### config.mk
export PLATFORM = sky130hd
export DESIGN_NAME = dcache_result_flat
export DESIGN_NICKNAME = d
export VERILOG_FILES = /design/src/hdl/dcache_pkg.sv /design/src/hdl/dcache_if.sv /design/src/hdl/dcache_result.sv /design/src/flat_wrapper.sv
export SDC_FILE = /design/constraint.sdc
export NUM_CORES = 1
export LEC_CHECK = 0
export BUFFER_PORTS_ARGS = -buffer_cell sky130_fd_sc_hd__buf_2
export CAP_MARGIN = 20
export CORE_UTILIZATION = 50
export CTS_CLUSTER_SIZE = 25
export DETAILED_ROUTE_END_ITERATION = 8
export PLACE_DENSITY_LB_ADDON = 0.2
export SLEW_MARGIN = 20
export SYNTH_ARGS = -nofsm -noshare
export SYNTH_HDL_FRONTEND = slang
export SYNTH_SLANG_ARGS = --single-unit
### constraint.sdc
create_clock -name clk -period 3.6 [get_ports clk]
set_input_delay 0.18 -clock clk [delete_from_list [all_inputs] [get_ports clk]]
set_output_delay 0.18 -clock clk [all_outputs]
set_load 0.02 [all_outputs]
### src/hdl/dcache_pkg.sv
`default_nettype none

package dcache_pkg;

  // ================================================
  // Widths
  // ================================================
  localparam int data_w     = 32;
  localparam int line_words = 4;
  localparam int line_w     = data_w * line_words;
  localparam int line_bytes = line_w / 8;
  // Byte offset inside one line
  localparam int offset_w   = $clog2(line_bytes);

  // ================================================
  // Access types
  // ================================================
  localparam int type_w = 3;

  // Only the low two bits are decoded and code 3 acts as a word
  localparam logic [type_w-1:0] acc_byte  = 3'd0;
  localparam logic [type_w-1:0] acc_hword = 3'd1;
  localparam logic [type_w-1:0] acc_word  = 3'd2;

  // ================================================
  // Cache line
  // ================================================
  // Word view for loads and refill, byte view for the store merge
  typedef union packed {
    logic [line_words-1:0][data_w-1:0] words;
    logic [line_bytes-1:0][7:0]        bytes;
  } cache_line_u;

endpackage

`default_nettype wire

### src/hdl/dcache_if.sv
`timescale 1ns/1ps
`default_nettype none

// Captured request fields
interface req_if #(
  parameter int num_lines = 64
);
  localparam int index_w = $clog2(num_lines);
  localparam int tag_w   = dcache_pkg::data_w - index_w - dcache_pkg::offset_w;

  logic                            capture;
  logic [index_w-1:0]              index;
  logic [tag_w-1:0]                tag;
  logic                            write;
  dcache_pkg::cache_line_u         wline;
  logic [dcache_pkg::line_bytes-1:0] wmask;
  logic [1:0]                      word_sel;
  logic [dcache_pkg::data_w-1:0]   addr;
  logic [dcache_pkg::data_w-1:0]   fill_addr;
  logic [dcache_pkg::type_w-1:0]   acc_type;

  modport decode (
    input  capture,
    output index, tag, write, wline, wmask, word_sel, addr, fill_addr, acc_type
  );
  modport ctrl (
    output capture,
    input  index, tag, write, wline, wmask, addr, fill_addr, acc_type
  );
  modport result (
    input  word_sel
  );
endinterface


// Load data and event pulses
interface result_if;
  logic                    load;
  dcache_pkg::cache_line_u load_line;
  logic                    hit_ev;
  logic                    miss_ev;

  modport ctrl (output load, load_line, hit_ev, miss_ev);
  modport result (input load, load_line, hit_ev, miss_ev);
endinterface

`default_nettype wire

### src/hdl/dcache_result.sv
`timescale 1ns/1ps
`default_nettype none

module dcache_result (
  input  wire logic                     clk,
  input  wire logic                     rstn,
  result_if.result                      res,
  req_if.result                         req,
  output logic [dcache_pkg::data_w-1:0] core_rdata,
  output logic [dcache_pkg::data_w-1:0] hit_count,
  output logic [dcache_pkg::data_w-1:0] miss_count
);

  logic [dcache_pkg::data_w-1:0] load_word;

  assign load_word = res.load_line.words[req.word_sel];

  // Held until the next load
  always_ff @(posedge clk) begin
    if (res.load) begin
      core_rdata <= load_word;
    end
  end

  // ================================================
  // Statistics
  // ================================================
  always_ff @(posedge clk or negedge rstn) begin
    if (!rstn) begin
      hit_count  <= '0;
      miss_count <= '0;
    end else begin
      if (res.hit_ev) begin
        hit_count <= hit_count + 1'b1;
      end
      if (res.miss_ev) begin
        miss_count <= miss_count + 1'b1;
      end
    end
  end

endmodule

`default_nettype wire

### src/flat_wrapper.sv
// flat-port wrapper written by rule: the top's interface ports become plain ports
module dcache_result_flat 
  (clk, rstn, core_rdata, hit_count, miss_count, res_load, res_load_line, res_hit_ev, res_miss_ev, req_word_sel);
  result_if res_i ();
  req_if req_i ();
  input  wire logic clk;
  input  wire logic rstn;
  output logic [dcache_pkg::data_w-1:0] core_rdata;
  output logic [dcache_pkg::data_w-1:0] hit_count;
  output logic [dcache_pkg::data_w-1:0] miss_count;
  input wire logic [$bits(res_i.load)-1:0] res_load;
  input wire logic [$bits(res_i.load_line)-1:0] res_load_line;
  input wire logic [$bits(res_i.hit_ev)-1:0] res_hit_ev;
  input wire logic [$bits(res_i.miss_ev)-1:0] res_miss_ev;
  input wire logic [$bits(req_i.word_sel)-1:0] req_word_sel;
  assign res_i.load = res_load;
  assign res_i.load_line = res_load_line;
  assign res_i.hit_ev = res_hit_ev;
  assign res_i.miss_ev = res_miss_ev;
  assign req_i.word_sel = req_word_sel;
  dcache_result u_core (.clk(clk), .rstn(rstn), .res(res_i), .req(req_i), .core_rdata(core_rdata), .hit_count(hit_count), .miss_count(miss_count));
endmodule
==> results of run 1 <==
per-layer routing:
layer,routed length (um),up-vias,share of wire,global-route usage
met1,4766,1844,0.39,0.3233
met4,285,0,0.023,0.09441
met2,6351,149,0.51,0.4577
li1,-,1690,-,-
met5,0,-,0,0
met3,937,23,0.076,0.06657
cell type report:
| type | count | area (sq um) | share of cell area |
|---|---|---|---|
| clock buffers | 11 | 141.4 | 0.02342 |
| clock inverters | 5 | 30.03 | 0.004975 |
| inverters | 5 | 18.77 | 0.003109 |
| multi-input cells | 210 | 1977 | 0.3275 |
| flip-flops and latches | 96 | 2562 | 0.4245 |
| well taps | 108 | 135.1 | 0.02239 |
| repair buffers | 232 | 1171 | 0.1940 |
cells in the final DEF, fill, tap and decap left out, types with 6 or more instances in the layout:
master and count:
dfrtp_1 64, clkbuf_8 10, nor4_1 10, buf_2 229, xnor2_1 46, nand4_1 30
and4_1 6, nand3_1 18, nand2_1 20, edfxtp_1 32, nor2_1 9, and3_1 7
mux4_2 32, xor2_1 16
power breakdown:
| group | switching, W | internal (W) | leakage [nW] | total [W] |
|---|---|---|---|---|
| combinational | 0.000338 | 0.000260 | 1.61 | 0.000598 |
| clock | 0.000370 | 0.000270 | 0.0900 | 0.000640 |
| sequential | 0.000112 | 0.00125 | 1.17 | 0.00136 |
| total | 0.000821 | 0.00178 | 2.87 | 0.00260 |
logic make-up (layout without fill, tap and decap cells):
family                   after synthesis  after routing  share of synthesized area
adder cells (fa/ha/maj)                2              2                   0.005435
XOR/XNOR                              62             62                     0.1180
AND/OR/NAND/NOR                      112            112                     0.1446
buffers and inverters                 16            253                    0.01386
multiplexers                          34             34                     0.1615
flip-flops                            96             96                     0.5567
final timing paths:
kind	from	to	slack (ps)
setup / recovery	u_core.miss_count[4]	u_core.miss_count[25]	1550
hold / removal	res_miss_ev	u_core.miss_count[0]	80
setup reg to reg	u_core.miss_count[4]	u_core.miss_count[25]	1550
hold reg to reg	u_core.hit_count[31]	u_core.hit_count[31]	470
max in group asynchronous	rstn	u_core.miss_count[26]	2250
min in group asynchronous	rstn	u_core.hit_count[14]	510
worst max-delay path: cells and delay by family (launching register included):
kind,cells,cell delay [ps]
xor+xnor,1,190
simple gates,3,1320
flops,1,440
stage by stage:
stage	total power, W	utilization	area, sq um	worst slack (ps)	hold slack, ps
6_report	0.002602	0.6854	6036	1550	77.69
5_1_grt	0.002721	0.6854	6036	1327	66.79
4_1_cts	0.002626	0.6851	6033	1526	60.66
3_5_place_dp	0.001985	0.6645	5852	1526	374.5
3_3_place_gp	0.001965	0.6645	5852	1608	369.2
2_1_floorplan	0.001710	-	4603	1716	-115.6
registers in the layout (all words and copies together), names as in the netlist:
name               flops
u_core.core_rdata     32
u_core.hit_count      32
u_core.miss_count     32
==> reports/summary.txt, run 1 <==
Outcome = finished with violations
Failing checks = design-rule violations
Worst endpoint data arrival time = 2290 ps
Fillers = 714
Clk buf depth = 2
Chip Height = 97.95 um
Cells after DPL = 650
First-pass GRT wire length = 19330 um
Worst rel slew slack = 0.3310
Setup violators final = 0
Top_reg_cell synth = dfrtp_1
Syn_nets = 459
Async SR Flop Fraction = 0.6667
Worst skew pair latency = 350 ps
RSZ-0062 raised after global routing = false
Post-CTS Setup Inserts = 0
Worst hold path class = input port to register
Critical path's slowest cell = nor4_2
Drt total wl = 12340 um
Worst Skew = 12.80 ps
Clock Tree Root = clkbuf_8
P&R area growth vs syn = 31.12%
PortBufs = 230
Final HPWL DP = 9537 um
Vias in the first global route = 3757
Io pins = 231
Netlist cell types = 26
Hold Path Stages = 2
Leakage = 2.875 nW
Clock sinks = 96
Crit start category = register
Fmax = 487.9 MHz
Synth Cell Area = 0.004603 sq mm
Routability cong. = 0.8097
Most common cell in the netlist = dfrtp_1
CP Cell Sequence = nand4_1 -> nor4_2 -> nand3_1 -> xnor2_1
Gr usage total = 0.2650
Die X = 97.95 um
Power Density = 431.0 mW/mm^2
Fraction of layout cells with a size suffix above 1 = 0.5116
#FFs+latches synth = 96
Post-synth top area share = 0.3479
Synth area leaders = dfrtp_1, edfxtp_1, mux4_2, xnor2_1, nand4_1
Crit path capture type = register
Largest net degree at the start of global routing = 44
Reg2reg path depth = 4
Slew Limit Fails = 0
Post-CTS Resized = 0
Final Cycle Share = 0.5694
Die footprint = 0.009594 sq mm
DR iter-0 viols = 130
CTS tree = built
EDFF count, synth = 32
Max_cap viols = 0
CP Class = register to register
Largest area contributor in the netlist = dfrtp_1
Via count = 3706
Post-route ant nets = 0
Clock transition at the registers of the reported paths = 100 ps
CP max stage delay = 840 ps
Nets = 691
Routed len/inst = 18.50 um
CTS Buf Count = 9
Commonest cells in the netlist = dfrtp_1, xnor2_1, edfxtp_1, mux4_2, nand4_1
Final hold violation count = 0
Actual slew at the worst max-slew pin = 995.8 ps
Setup TNS = 0 ps
# DRC = 8
Antenna violations before repair = 0
TritonRoute pass-1 iters = 7
Critical Path RT = 3840 ps
H-tree depth = 3
Core area = 0.008806 sq mm
Crit path time final = 2050 ps
Crit path max fanout = 10
Ys Warns = 0
Via density = 5.556
Hold_buf cts = 1
Number of diodes = 0
Global route overflow = 0
Mean post-synth cell area = 14.30 sq um
Starting Density = 0.5227
Worst vdd ir = 189.9 uV
Fin cells = 667
Seq/Total Area, Yosys = 0.5567
# rows = 34
Synthesized instance count = 322
Power figures use the tool's default switching activity.
==> run 2, diff against run 1 <==
CORE_UTILIZATION = 42   (was 50)
clock period = 1.68 ns   (was 3.6 ns; I/O delays follow)
==> reports/summary.txt, run 2 (synthesis results as in run 1) <==
H-tree depth = 3 (unchanged)
RSZ-0062 raised after global routing = false (unchanged)
Power Density = 918.1 mW/mm^2 (was 431.0 mW/mm^2)
CP Class = register to register (unchanged)
Hold_sp = res_load_line[8] (was res_miss_ev)
Global route overflow = 0 (unchanged)
Io pins = 231 (unchanged)
Most frequent cells in the layout = buf_2, dfrtp_1, xnor2_1 (unchanged)
Clock sinks = 96 (unchanged)
Routed len/inst = 17.26 um (was 18.50 um)
Drt total wl = 12460 um (was 12340 um)
Fin cells = 722 (was 667)
Starting Density = 0.4400 (was 0.5227)
CP Cell Sequence = nand2_1 -> or4_4 -> nor4_4 -> xor2_1 (was nand4_1 -> nor4_2 -> nand3_1 -> xnor2_1)
CTS tree = built (unchanged)
PortBufs = 230 (unchanged)
Setup violators final = 0 (unchanged)
Final HPWL DP = 9597 um (was 9537 um)
Outcome = completed (was finished with violations)
Vias in the first global route = 3892 (was 3757)
Max_cap viols = 0 (unchanged)
Critical path's slowest cell = or4_4 (was nor4_2)
Leakage = 3.040 nW (was 2.875 nW)
Die X = 106.7 um (was 97.95 um)
Commonest non-fill, non-tap cell in the layout = buf_2 (unchanged)
Fraction of layout cells with a size suffix above 1 = 0.5726 (was 0.5116)
Worst hold path class = input port to register (unchanged)
Chip Height = 106.7 um (was 97.95 um)
Buf/Inv on CP = 0 (unchanged)
Die footprint = 0.01138 sq mm (was 0.009594 sq mm)
Final hold violation count = 0 (unchanged)
Worst Skew = 9.084 ps (was 12.80 ps)
Setup TNS = 0 ps (unchanged)
Hold EP = u_core.core_rdata[8] (was u_core.miss_count[0])
Gr usage total = 0.2236 (was 0.2650)
TritonRoute pass-1 iters = 4 (was 7)
Cells after DPL = 695 (was 650)
Sw Pwr = 0.001813 W (was 0.0008205 W)
Fmax = 614.8 MHz (was 487.9 MHz)
# rows = 37 (was 34)
CTS Buf Count = 9 (unchanged)
Worst skew pair latency = 360 ps (was 350 ps)
Slew Limit Fails = 0 (unchanged)
Top Registers = u_core.core_rdata: 32 flops, u_core.hit_count: 32 flops, u_core.miss_count: 32 flops (unchanged)
Clock transition at the registers of the reported paths = 100 ps (about the same)
Clock share of power = 0.273 (was 0.246)
Pwr Total = 0.005911 W (was 0.002602 W)
Clk buf depth = 2 (unchanged)
Nets = 717 (was 691)
Largest net degree at the start of global routing = 65 (was 44)
Switching share of total power = 0.3066 (was 0.3154)
P_int = 0.004099 W (was 0.001781 W)
Reg-to-reg endpoint = u_core.hit_count[26] (was u_core.miss_count[25])
Core area = 0.01046 sq mm (was 0.008806 sq mm)
Crit path time final = 1626 ps (was 2050 ps)
Clock Tree Root = clkbuf_8 (unchanged)
Crit path capture type = register (unchanged)
Actual slew at the worst max-slew pin = 418.9 ps (was 995.8 ps)
Hold Path Stages = 2 (unchanged)
Worst rel slew slack = 0.7207 (was 0.3310)
Delay-heaviest family, CP = simple AND/OR/NAND/NOR gates (unchanged)
Via density = 5.234 (was 5.556)
Reg2reg path depth = 4 (unchanged)
Post-route ant nets = 0 (unchanged)
FF-to-FF setup slack = 50 ps (was 1550 ps)
# DRC = 0 (was 8)
Sequential Power Share = 0.498 (was 0.524)
Final Cycle Share = 0.9681 (was 0.5694)
Combinational power share = 0.230 (about the same)
Via count = 3779 (was 3706)
Crit start category = register (unchanged)
P&R area growth vs syn = 39.88% (was 31.12%)
Worst vdd ir = 418.0 uV (was 189.9 uV)
DR iter-0 viols = 163 (was 130)
Routability cong. = 0.8339 (was 0.8097)
Post-route core utilization = 0.6154 (was 0.6854)
Antenna violations before repair = 1 (was 0)
CP max stage delay = 560 ps (was 840 ps)
Critical Path RT = 1960 ps (was 3840 ps)
Critical R2R Launch = u_core.hit_count[12] (was u_core.miss_count[4])
First-pass GRT wire length = 19380 um (was 19330 um)
Crit path max fanout = 4 (was 10)
Worst endpoint data arrival time = 1910 ps (was 2290 ps)
## run 2: cell types whose count changed in the layout (fill, tap and decap cells not counted), moves of 3 or more
| cell | before | now |
|---|---|---|
| buf_4 | 2 | 21 |
| dfrtp_1 | 64 | 50 |
| dfrtp_2 | 0 | 14 |
| buf_12 | 0 | 3 |
| nor4_1 | 10 | 7 |
## run 2: worst reg2reg max path: stages, from the launching register on
cell	delay, ps
dfrtp_1	410
nand2_1	140
or4_4	560
nor4_4	270
xor2_1	170
## run 2: worst max-delay path by stage
stage,startpoint,to,slack [ps],depth (start not counted)
after floorplan,u_core.hit_count[7],u_core.hit_count[26],2,4
after global placement,u_core.hit_count[10],u_core.hit_count[26],70,4
after detailed placement,u_core.hit_count[9],u_core.hit_count[26],40,4
after CTS,u_core.hit_count[0],u_core.hit_count[10],10,5
after global routing,u_core.hit_count[3],u_core.hit_count[26],0.2,4
final,u_core.hit_count[12],u_core.hit_count[26],50,4
## run 2: area by class of cell
cell class                      count  area (sq um)
Sequential cell                    96          2580
Tap cell                          136         170.2
Multi-Input combinational cell    210          2046
Timing Repair Buffer              258          1410
Clock inverter                      6         62.56
Clock buffer                       10         148.9
Inverter                            5         18.77
Antenna cell                        1         2.502
Fill cell                         907          4024
## run 2: power groups by stage
stage / Sequential [W] / Clock [W] / Combinational (W)
floorplan: 0.00326 / 0 / 0.000427
global placement: 0.00295 / 0 / 0.00131
detailed placement: 0.00298 / 0 / 0.00133
CTS: 0.00293 / 0.00167 / 0.00134
global route: 0.00298 / 0.00176 / 0.00146
finish: 0.00294 / 0.00161 / 0.00136
## run 2: timing repair
item / in CTS / in global routing
buffers inserted: 0 / 7
hold endpoints to repair: 66 / 0
hold buffers: 3 / 0
resized for setup: 0 / 10
endpoints found under the setup margin: 0 / 11
## run 2: routing by layer
metal	global-route usage	wire length, um
met5	0	0
met4	0.09980	353
met3	0.06869	1023
met2	0.3917	6545
met1	0.2493	4539
## run 2: through the flow
stage / cell area, sq um / setup slack [ps] / hold WS, ps
CTS: 6346 / 13.99 / 83.86
global route: 6439 / 0.1985 / 76.15
finish: 6439 / 53.55 / 105.0
detailed placement: 6105 / 43.63 / 125.4
floorplan: 4657 / 2.296 / -211.6
global placement: 6105 / 71.88 / 121.4
