$ cat src/hdl/dcache_pkg.sv
`default_nettype none

package dcache_pkg;

  // ================================================
  // Widths
  // ================================================
  localparam int data_w     = 32;
  localparam int line_words = 4;
  localparam int line_w     = data_w * line_words;
  localparam int line_bytes = line_w / 8;
  // Byte offset inside one line
  localparam int offset_w   = $clog2(line_bytes);

  // ================================================
  // Access types
  // ================================================
  localparam int type_w = 3;

  // Only the low two bits are decoded and code 3 acts as a word
  localparam logic [type_w-1:0] acc_byte  = 3'd0;
  localparam logic [type_w-1:0] acc_hword = 3'd1;
  localparam logic [type_w-1:0] acc_word  = 3'd2;

  // ================================================
  // Cache line
  // ================================================
  // Word view for loads and refill, byte view for the store merge
  typedef union packed {
    logic [line_words-1:0][data_w-1:0] words;
    logic [line_bytes-1:0][7:0]        bytes;
  } cache_line_u;

endpackage

`default_nettype wire

$ cat src/hdl/dcache_if.sv
`timescale 1ns/1ps
`default_nettype none

// Captured request fields
interface req_if #(
  parameter int num_lines = 64
);
  localparam int index_w = $clog2(num_lines);
  localparam int tag_w   = dcache_pkg::data_w - index_w - dcache_pkg::offset_w;

  logic                            capture;
  logic [index_w-1:0]              index;
  logic [tag_w-1:0]                tag;
  logic                            write;
  dcache_pkg::cache_line_u         wline;
  logic [dcache_pkg::line_bytes-1:0] wmask;
  logic [1:0]                      word_sel;
  logic [dcache_pkg::data_w-1:0]   addr;
  logic [dcache_pkg::data_w-1:0]   fill_addr;
  logic [dcache_pkg::type_w-1:0]   acc_type;

  modport decode (
    input  capture,
    output index, tag, write, wline, wmask, word_sel, addr, fill_addr, acc_type
  );
  modport ctrl (
    output capture,
    input  index, tag, write, wline, wmask, addr, fill_addr, acc_type
  );
  modport result (
    input  word_sel
  );
endinterface

// Tag and data array port
interface array_if #(
  parameter int num_lines = 64
);
  localparam int index_w = $clog2(num_lines);
  localparam int tag_w   = dcache_pkg::data_w - index_w - dcache_pkg::offset_w;

  logic [index_w-1:0]                index;
  logic [tag_w-1:0]                  tag_in;
  logic                              tag_we;
  dcache_pkg::cache_line_u           line_in;
  logic [dcache_pkg::line_bytes-1:0] wmask;
  logic                              rd_en;
  logic [tag_w-1:0]                  tag_out;
  dcache_pkg::cache_line_u           line_out;

  modport ctrl (
    output index, tag_in, tag_we, line_in, wmask, rd_en,
    input  tag_out, line_out
  );
  modport array (
    input  index, tag_in, tag_we, line_in, wmask, rd_en,
    output tag_out, line_out
  );
endinterface

// Load data and event pulses
interface result_if;
  logic                    load;
  dcache_pkg::cache_line_u load_line;
  logic                    hit_ev;
  logic                    miss_ev;

  modport ctrl (output load, load_line, hit_ev, miss_ev);
  modport result (input load, load_line, hit_ev, miss_ev);
endinterface

`default_nettype wire

$ cat src/hdl/dcache_ctrl.sv
`timescale 1ns/1ps
`default_nettype none

module dcache_ctrl #(
  parameter int num_lines = 64
) (
  input  wire logic                          clk,
  input  wire logic                          rstn,
  input  wire logic                          core_req,
  output logic                               core_wait,
  output logic                               mem_req,
  output logic                               mem_write,
  output logic [dcache_pkg::data_w-1:0]      mem_addr,
  output logic [dcache_pkg::data_w-1:0]      mem_wdata,
  output logic [dcache_pkg::type_w-1:0]      mem_type,
  input  wire logic                          mem_ack,
  input  wire logic [dcache_pkg::data_w-1:0] mem_rdata,
  req_if.ctrl                                req,
  array_if.ctrl                              arr,
  result_if.ctrl                             res
);

  typedef enum logic [2:0] {
    st_idle,
    st_check,
    st_whit,
    st_wmiss,
    st_rmiss
  } state_e;

  state_e                  state;
  state_e                  next_state;
  logic [num_lines-1:0]    valid;
  logic [2:0]              ack_cnt;
  logic                    issued_q;
  logic                    tail_q;
  dcache_pkg::cache_line_u fill_buf;
  dcache_pkg::cache_line_u fill_next;
  logic                    accept;
  logic                    tag_hit;
  logic                    fill_done;

  assign req.capture = (state == st_idle) && !tail_q;
  assign core_wait   = (state != st_idle) || tail_q;
  assign accept      = core_req && req.capture;
  assign tag_hit     = (arr.tag_out == req.tag);
  assign fill_done   = (state == st_rmiss) && mem_ack && (ack_cnt == 3'd3);

  // ================================================
  // State machine
  // ================================================
  always_comb begin
    next_state = state;
    case (state)
      st_idle: begin
        if (accept) begin
          if (!valid[req.index]) begin
            next_state = req.write ? st_wmiss : st_rmiss;
          end else begin
            next_state = st_check;
          end
        end
      end
      st_check: begin
        if (req.write) begin
          next_state = tag_hit ? st_whit : st_wmiss;
        end else begin
          next_state = tag_hit ? st_idle : st_rmiss;
        end
      end
      st_whit, st_wmiss: begin
        if (mem_ack) begin
          next_state = st_idle;
        end
      end
      st_rmiss: begin
        if (fill_done) begin
          next_state = st_idle;
        end
      end
      default: next_state = st_idle;
    endcase
  end

  always_ff @(posedge clk or negedge rstn) begin
    if (!rstn) begin
      state    <= st_idle;
      tail_q   <= 1'b0;
      issued_q <= 1'b0;
      ack_cnt  <= 3'd0;
      valid    <= '0;
    end else begin
      state <= next_state;
      // One closing cycle after every access
      tail_q <= (state != st_idle) && (next_state == st_idle);
      if (state == st_idle) begin
        issued_q <= 1'b0;
        ack_cnt  <= 3'd0;
      end else begin
        if (mem_req) begin
          issued_q <= 1'b1;
        end
        if ((state == st_rmiss) && mem_ack) begin
          ack_cnt <= ack_cnt + 3'd1;
        end
      end
      if (fill_done) begin
        valid[req.index] <= 1'b1;
      end
    end
  end

  // ================================================
  // Refill buffer
  // ================================================
  always_comb begin
    fill_next.words[dcache_pkg::line_words-1] = mem_rdata;
    for (int w = 0; w < dcache_pkg::line_words - 1; w++) begin
      fill_next.words[w] = fill_buf.words[w+1];
    end
  end

  always_ff @(posedge clk) begin
    if ((state == st_rmiss) && mem_ack) begin
      fill_buf <= fill_next;
    end
  end

  // Arrays
  assign arr.index   = req.index;
  assign arr.rd_en   = accept;
  assign arr.tag_in  = req.tag;
  assign arr.tag_we  = fill_done;
  assign arr.line_in = (state == st_rmiss) ? fill_next : req.wline;
  assign arr.wmask   = fill_done ? '1 :
                       ((state == st_whit) && mem_ack) ? req.wmask : '0;

  // Result path
  assign res.load      = ((state == st_check) && tag_hit && !req.write) || fill_done;
  assign res.load_line = (state == st_rmiss) ? fill_next : arr.line_out;
  assign res.hit_ev    = (state == st_check) && tag_hit;
  assign res.miss_ev   = ((state == st_check) && !tag_hit) ||
                         (accept && !valid[req.index]);

  // One memory request per access
  assign mem_req   = (state inside {st_whit, st_wmiss, st_rmiss}) && !issued_q;
  assign mem_write = mem_req && (state != st_rmiss);
  assign mem_addr  = (state == st_rmiss) ? req.fill_addr : req.addr;
  assign mem_wdata = req.wline.words[0];
  assign mem_type  = (state == st_rmiss) ? dcache_pkg::acc_word : req.acc_type;

  a_mem_req_pulse : assert property (
    @(posedge clk) disable iff (!rstn)
    mem_req |-> !(state inside {st_idle, st_check}) ##1 !mem_req
  );

  a_fill_ack_limit : assert property (
    @(posedge clk) disable iff (!rstn)
    (state == st_rmiss) && mem_ack |-> issued_q && (ack_cnt <= 3'd3)
  );

endmodule

`default_nettype wire

$ cat src/flat_wrapper.sv
// flat-port wrapper written by rule: the top's interface ports become plain ports
module dcache_ctrl_flat 
#(
  parameter int num_lines = 64
)
  (clk, rstn, core_req, core_wait, mem_req, mem_write, mem_addr, mem_wdata, mem_type, mem_ack, mem_rdata, req_capture, req_index, req_tag, req_write, req_wline, req_wmask, req_addr, req_fill_addr, req_acc_type, arr_index, arr_tag_in, arr_tag_we, arr_line_in, arr_wmask, arr_rd_en, arr_tag_out, arr_line_out, res_load, res_load_line, res_hit_ev, res_miss_ev);
  req_if #(.num_lines(num_lines)) req_i ();
  array_if #(.num_lines(num_lines)) arr_i ();
  result_if res_i ();
  input  wire logic clk;
  input  wire logic rstn;
  input  wire logic core_req;
  output logic core_wait;
  output logic mem_req;
  output logic mem_write;
  output logic [dcache_pkg::data_w-1:0] mem_addr;
  output logic [dcache_pkg::data_w-1:0] mem_wdata;
  output logic [dcache_pkg::type_w-1:0] mem_type;
  input  wire logic mem_ack;
  input  wire logic [dcache_pkg::data_w-1:0] mem_rdata;
  output wire logic [$bits(req_i.capture)-1:0] req_capture;
  input wire logic [$bits(req_i.index)-1:0] req_index;
  input wire logic [$bits(req_i.tag)-1:0] req_tag;
  input wire logic [$bits(req_i.write)-1:0] req_write;
  input wire logic [$bits(req_i.wline)-1:0] req_wline;
  input wire logic [$bits(req_i.wmask)-1:0] req_wmask;
  input wire logic [$bits(req_i.addr)-1:0] req_addr;
  input wire logic [$bits(req_i.fill_addr)-1:0] req_fill_addr;
  input wire logic [$bits(req_i.acc_type)-1:0] req_acc_type;
  output wire logic [$bits(arr_i.index)-1:0] arr_index;
  output wire logic [$bits(arr_i.tag_in)-1:0] arr_tag_in;
  output wire logic [$bits(arr_i.tag_we)-1:0] arr_tag_we;
  output wire logic [$bits(arr_i.line_in)-1:0] arr_line_in;
  output wire logic [$bits(arr_i.wmask)-1:0] arr_wmask;
  output wire logic [$bits(arr_i.rd_en)-1:0] arr_rd_en;
  input wire logic [$bits(arr_i.tag_out)-1:0] arr_tag_out;
  input wire logic [$bits(arr_i.line_out)-1:0] arr_line_out;
  output wire logic [$bits(res_i.load)-1:0] res_load;
  output wire logic [$bits(res_i.load_line)-1:0] res_load_line;
  output wire logic [$bits(res_i.hit_ev)-1:0] res_hit_ev;
  output wire logic [$bits(res_i.miss_ev)-1:0] res_miss_ev;
  assign req_capture = req_i.capture;
  assign req_i.index = req_index;
  assign req_i.tag = req_tag;
  assign req_i.write = req_write;
  assign req_i.wline = req_wline;
  assign req_i.wmask = req_wmask;
  assign req_i.addr = req_addr;
  assign req_i.fill_addr = req_fill_addr;
  assign req_i.acc_type = req_acc_type;
  assign arr_index = arr_i.index;
  assign arr_tag_in = arr_i.tag_in;
  assign arr_tag_we = arr_i.tag_we;
  assign arr_line_in = arr_i.line_in;
  assign arr_wmask = arr_i.wmask;
  assign arr_rd_en = arr_i.rd_en;
  assign arr_i.tag_out = arr_tag_out;
  assign arr_i.line_out = arr_line_out;
  assign res_load = res_i.load;
  assign res_load_line = res_i.load_line;
  assign res_hit_ev = res_i.hit_ev;
  assign res_miss_ev = res_i.miss_ev;
  dcache_ctrl #(.num_lines(num_lines)) u_core (.clk(clk), .rstn(rstn), .core_req(core_req), .core_wait(core_wait), .mem_req(mem_req), .mem_write(mem_write), .mem_addr(mem_addr), .mem_wdata(mem_wdata), .mem_type(mem_type), .mem_ack(mem_ack), .mem_rdata(mem_rdata), .req(req_i), .arr(arr_i), .res(res_i));
endmodule
$ cat config.mk
export PLATFORM = sky130hd
export DESIGN_NAME = dcache_ctrl_flat
export DESIGN_NICKNAME = d
export VERILOG_FILES = /design/src/hdl/dcache_pkg.sv /design/src/hdl/dcache_if.sv /design/src/hdl/dcache_ctrl.sv /design/src/flat_wrapper.sv
export SDC_FILE = /design/constraint.sdc
export NUM_CORES = 1
export LEC_CHECK = 0
export BUFFER_PORTS_ARGS = -buffer_cell sky130_fd_sc_hd__buf_4
export CAP_MARGIN = 20
export CORE_AREA = 2 2 313 315
export DETAILED_ROUTE_END_ITERATION = 6
export DIE_AREA = 0 0 315 317
export SLEW_MARGIN = 20
export SYNTH_ARGS = -nofsm -noshare
export SYNTH_HDL_FRONTEND = slang
export SYNTH_SLANG_ARGS = --single-unit
$ cat constraint.sdc
create_clock -name clk -period 8.2 [get_ports clk]
set_input_delay 1.64 -clock clk [delete_from_list [all_inputs] [get_ports clk]]
set_output_delay 1.64 -clock clk [all_outputs]
set_load 0.02 [all_outputs]
==> run metrics, run 1 <==
Max clock buf depth 2; final wirelength 57.5 mm; commonest non-fill, non-tap cells in the layout buf_4, nand2_1, edfxtp_1, dfrtp_1, o21bai_1; Syn Area/Cell 7.74 um2; final net count 2,420; layout cells sized above 1 42.5%; global-route wire length before repair 75.3 mm; Critical Path Max Stage Delay 600 ps; Post-synth EDFFs 96; Synth Instances 1,291; synth warn 0; Post-CTS Setup Bufs 0; Max Slew Vio Count 0; Reg clk slew, reported paths 90 ps; top_reg_cell synth edfxtp_1; root buffer cell clkbuf_16; Worst EP arrival 3840 ps; drt first pass iters 7; CP dominant cell by count buf_4; status completed; Worst-Skew Late Latency 490 ps; total of max-cap violations 0; RSZ-0062 raised after global routing false; post-synth top area share 29.3%; core area 96,300 um2; Die X 315 um; hold endpoint u_core.fill_buf[38]; initial DRC count 835; Seq cells post-synth 168; Max Clk Rate 183 MHz; R2R depth 7; measured slew at the worst slew-check pin 941 ps; FF-to-FF Start u_core.state[0]; CP max stage cell mux4_1; CTS buffer count 17; die area 99,900 um2; Worst slew margin 37.3%; Syn Nets 1,719; top post-synthesis cells by area nand2_1, edfxtp_1, dfrtp_1, buf_4, o21bai_1; area grow syn2layout 76.0%; Max FO, Critical Path 25; post-synthesis cell area 9990 um2; final setup vio count 0; worst hold-check path type reg2reg; min-delay src u_core.fill_buf[70]; FF-to-FF setup slack 5680 ps; vias in the first global route 10,877; Top Ports 802; PD cells 289 nW/um2; P_leak 9.23 nW; post-cts sizing count 0; WS Path Type in2out; buffers added on ports 801; sequential area share after synthesis 46.9%; Final ANT Viol Nets 0; number of cells on the worst hold path 0; hold buffer count at cts 0; total power 5.08 mW; CP Capture Type output pin; Distinct cells, synth 49; commonest non-fill, non-tap cell in the layout buf_4; post-route minimum period 5480 ps; critical path startpoint category primary input; H-tree levels 4; routed vias 11,504; asr flop ratio synth 42.9%; GPL Wtd Cong 0.857; delay-heaviest family, CP simple AND/OR/NAND/NOR gates; Worst R2R End u_core.state[0]; GR Overflow Total 0; Buf/Inv on CP 2; crit-path cells buf_4, mux4_1, a22oi_1, o21ai_0, or4_1, nor3_2, a21o_1, buf_4; Fin Hold WS 447 ps; initial core utilization 10.4%; Total GRT Usage 10.7%; CTS tree done; Remaining DRCs 0; Hold Vio Cnt, Final 0; vias per inst 3.50; initial antenna violation count 10; final worst path period share 66.8%; Final Skew 16.4 ps; Worst IR Drop VDD 0.137 mV; HPWL Detailed 47.5 mm; Crit path required time 6560 ps; Setup TNS 0 ps; biggest area consumer among synthesized cells nand2_1; clock sink count 168; cell row count 114; Die Height 317 um; largest net degree at the start of global routing 159; routed len/inst 17.5 um
-- where the power goes --
part	leakage [nW]	internal (mW)	switching (mW)
clock	0.284	0.407	0.432
sequential	1.87	1.00	0.0627
combinational	7.08	1.12	2.06
-- metrics by stage --
stage,cell area [um2],setup slack [ps],std cells,util [%]
floorplan,9990,3130,1291,-
global placement,17000,2770,3248,17.6
detailed placement,17000,2710,3248,17.6
CTS,17500,2710,3280,18.2
global route,17600,2640,3285,18.3
finish,17600,2720,3288,18.3
-- worst reg2reg max path: stages (launching register included) --
cell and delay [ps]:
dfrtp_1 520, nor4_2 460, nand2_1 160, inv_1 120
o211ai_1 100, or4_1 540, nor3_2 320, o21ai_0 170
-- worst max path at each step --
stage | start | to | cells after the start
global route | req_index[0] | res_miss_ev | 8
floorplan | req_index[0] | res_miss_ev | 8
global placement | req_index[0] | res_miss_ev | 8
CTS | req_index[0] | res_miss_ev | 8
finish | req_index[0] | res_miss_ev | 8
detailed placement | req_index[0] | res_miss_ev | 8
-- registers in the layout (all words and copies together), names as in the netlist --
signal           count
u_core.tail_q        1
u_core.issued_q      1
u_core.fill_buf     96
u_core.valid        64
u_core.ack_cnt       3
u_core.state         3
-- synthesized netlist by cell type (2+ instances only) --
cell / count
nand2_1: 779
nor2_1: 10
and2_1: 4
mux4_1: 4
a22oi_1: 2
nand4_1: 5
clkbuf_1: 57
mux4_2: 3
o211ai_1: 2
nor3b_1: 2
nor3_2: 2
a21o_1: 9
o21ai_0: 9
xor2_1: 4
mux2i_1: 8
a22o_1: 2
ha_1: 2
edfxtp_1: 96
nand3b_1: 3
or3_1: 3
nor2b_1: 4
buf_2: 6
dfrtp_1: 72
a21oi_1: 4
nand3_1: 12
buf_4: 60
mux2_2: 2
nor3_1: 5
nor4_1: 2
a221oi_1: 8
inv_1: 14
buf_1: 2
xnor2_1: 18
o21bai_1: 58
nand2b_1: 3
a32o_1: 2
-- per-layer routing --
layer  routed length, um  vias up  GRT usage (%)
li1                    -     5504              -
met1               23400     5333           13.1
met2               25900      617           16.2
met3                6920       48           5.00
met4                1360        2           4.21
met5                  13        -              0
-- final cells by class --
class / count / area, um2
fill: 10838 / 78700
inverter: 14 / 57.6
tap: 1276 / 1600
multi-input combinational: 982 / 4550
sequential: 168 / 4680
antenna: 7 / 17.5
clock inverter: 15 / 150
clock buffer: 17 / 425
timing repair buffer: 809 / 6110
-- kinds of logic (layout without fill, tap and decap cells) --
kind of cell	Yosys count	in the layout	synth area share, %
AO/OA/AOI/OAI	103	103	7.66
XOR/XNOR	22	22	1.93
adder cells (fa/ha/maj)	2	2	0.250
buffers and inverters	141	855	7.81
flip-flops	168	168	46.9
multiplexers	17	17	2.75
other	0	7	0
AND/OR/NAND/NOR	838	838	32.7
(Power assumes the default switching activity.)
==> inputs of run 2 (changes only) <==
--- a/config.mk
+++ b/config.mk
@@ -7,9 +7,9 @@
 export LEC_CHECK = 0
 export BUFFER_PORTS_ARGS = -buffer_cell sky130_fd_sc_hd__buf_4
 export CAP_MARGIN = 20
-export CORE_AREA = 2 2 313 315
+export CORE_AREA = 2 2 315 317
 export DETAILED_ROUTE_END_ITERATION = 6
-export DIE_AREA = 0 0 315 317
+export DIE_AREA = 0 0 317 319
 export SLEW_MARGIN = 20
 export SYNTH_ARGS = -nofsm -noshare
 export SYNTH_HDL_FRONTEND = slang
==> constraint.sdc (replaced) <==
create_clock -name clk -period 5.3 [get_ports clk]
set_input_delay 1.06 -clock clk [delete_from_list [all_inputs] [get_ports clk]]
set_output_delay 1.06 -clock clk [all_outputs]
set_load 0.02 [all_outputs]
==> run metrics, run 2 (synthesized netlist as in run 1, its figures left out) <==
final setup vio count 0 (unchanged); status completed; WS Path Type in2out; critical path startpoint category primary input; Setup TNS 0 ps (unchanged); fillcell total 10,987 (+1.4%); measured slew at the worst slew-check pin 908 ps (-33.4 ps); Worst IR Drop VDD 0.193 mV (+41%); Top Ports 802 (unchanged); largest net degree at the start of global routing 97 (-39%); routed len/inst 16.6 um (-5.2%); initial core utilization 10.2% (-0.15 points); die area 101,000 um2 (+1.3%); total of max-cap violations 0 (unchanged); cell row count 115 (+0.88%); Max FO, Critical Path 25 (unchanged); total power 7.85 mW (+55%); layout cells sized above 1 42.6% (+0.057 points); buffers added on ports 801 (unchanged); Die X 317 um (+0.63%); post-cts sizing count 0 (unchanged); root buffer cell clkbuf_16; post-layout instance area 17,700 um2 (+0.36%); FF-to-FF Start u_core.state[2]; routed vias 11,404 (-0.87%); Final Skew 14.7 ps (-1.69 ps); Worst EP arrival 3290 ps (-550 ps); Fin Hold WS 452 ps (+5.01 ps); GPL Wtd Cong 0.851 (-0.69%); Worst slew margin 39.5% (+2.2 points); biggest regs u_core.fill_buf (96), u_core.valid (64); Max Clk Rate 230 MHz; RSZ-0062 raised after global routing false; core area 97,700 um2 (+1.5%); global-route wire length before repair 73.2 mm (-2.7%); Placed Area 17,000 um2 (+0.44%); CTS tree done; commonest non-fill, non-tap cell in the layout buf_4; CTS buffer count 17 (unchanged); post-route minimum period 4350 ps; drt first pass iters 5 (-2); commonest non-fill, non-tap cells in the layout buf_4, nand2_1, edfxtp_1, dfrtp_1, o21bai_1; Max Slew Vio Count 0 (unchanged); Total GRT Usage 10.2% (-0.54 points); final wirelength 54.7 mm (-4.9%); CP Launch Point req_index[0]; final net count 2,422 (+0.083%); Crit path required time 4240 ps (-2320 ps); Worst-Skew Late Latency 500 ps (about the same); initial DRC count 782 (-6.3%); area grow syn2layout 76.7%; CP Capture Type output pin; final worst path period share 82.0%; vias in the first global route 10,966 (+0.82%); initial antenna violation count 8 (-2); Final ANT Viol Nets 0 (unchanged); GR Overflow Total 0 (unchanged); worst hold-check path type reg2reg; Reg clk slew, reported paths 80 ps (about the same); vias per inst 3.46 (-1.1%); Die Height 319 um (+0.63%); Most flops, register u_core.fill_buf; Post-CTS Setup Bufs 0 (unchanged); P_leak 9.26 nW (+0.28%); Remaining DRCs 0 (unchanged); Max clock buf depth 2 (unchanged); Largest register FFs 96 (unchanged); clock sink count 168 (unchanged); min-delay src u_core.fill_buf[69]; Hold Vio Cnt, Final 0 (unchanged); HPWL Detailed 44.9 mm (-5.4%); PD cells 445 nW/um2 (+54%); hold buffer count at cts 0 (unchanged); H-tree levels 4 (unchanged)
==> run 2: layer usage <==
metal | vias up | track usage [%] | wire (um)
li1 | 5508 | - | -
met1 | 5226 | 12.6 | 22800
met2 | 623 | 15.6 | 24200
met3 | 43 | 4.49 | 6490
met4 | 4 | 3.40 | 1190
met5 | - | 0 | 23
==> run 2: stage by stage <==
stage	worst slack, ps	utilization (%)	cells
final	955	18.1	3296
after global routing	794	18.1	3294
after CTS	961	18.1	3294
after detailed placement	964	17.4	3262
after global placement	1010	17.4	3262
after floorplan	1390	-	1291
==> run 2: layout make-up <==
type / instances / area (um2) / area share, %
repair buffers: 811 / 6140 / 34.8
flip-flops and latches: 168 / 4680 / 26.5
multi-input cells: 982 / 4550 / 25.8
well taps: 1287 / 1610 / 9.12
clock buffers: 18 / 439 / 2.49
clock inverters: 14 / 173 / 0.978
inverters: 14 / 57.6 / 0.326
diodes: 2 / 5.00 / 0.0283
==> run 2: final timing paths <==
kind	endpoint	cells after the start	slack [ps]
setup / recovery	res_miss_ev	8	950
min in group asynchronous	u_core.valid[15]	1	690
setup reg to reg	u_core.fill_buf[97]	6	2400
max in group asynchronous	u_core.valid[0]	1	4020
hold reg to reg	u_core.fill_buf[37]	0	450
hold / removal	u_core.fill_buf[37]	0	450
==> run 2: where the power goes <==
group | switching (mW) | internal, mW
sequential | 0.0997 | 1.55
clock | 0.701 | 0.653
combinational | 3.10 | 1.75
total | 3.90 | 3.95
==> run 2: critical path: stages <==
cell and delay, ps:
buf_4 280, mux4_1 620, a22oi_1 200, o21ai_0 90, or4_1 420, nor3_2 330, a21o_1 130, buf_4 130
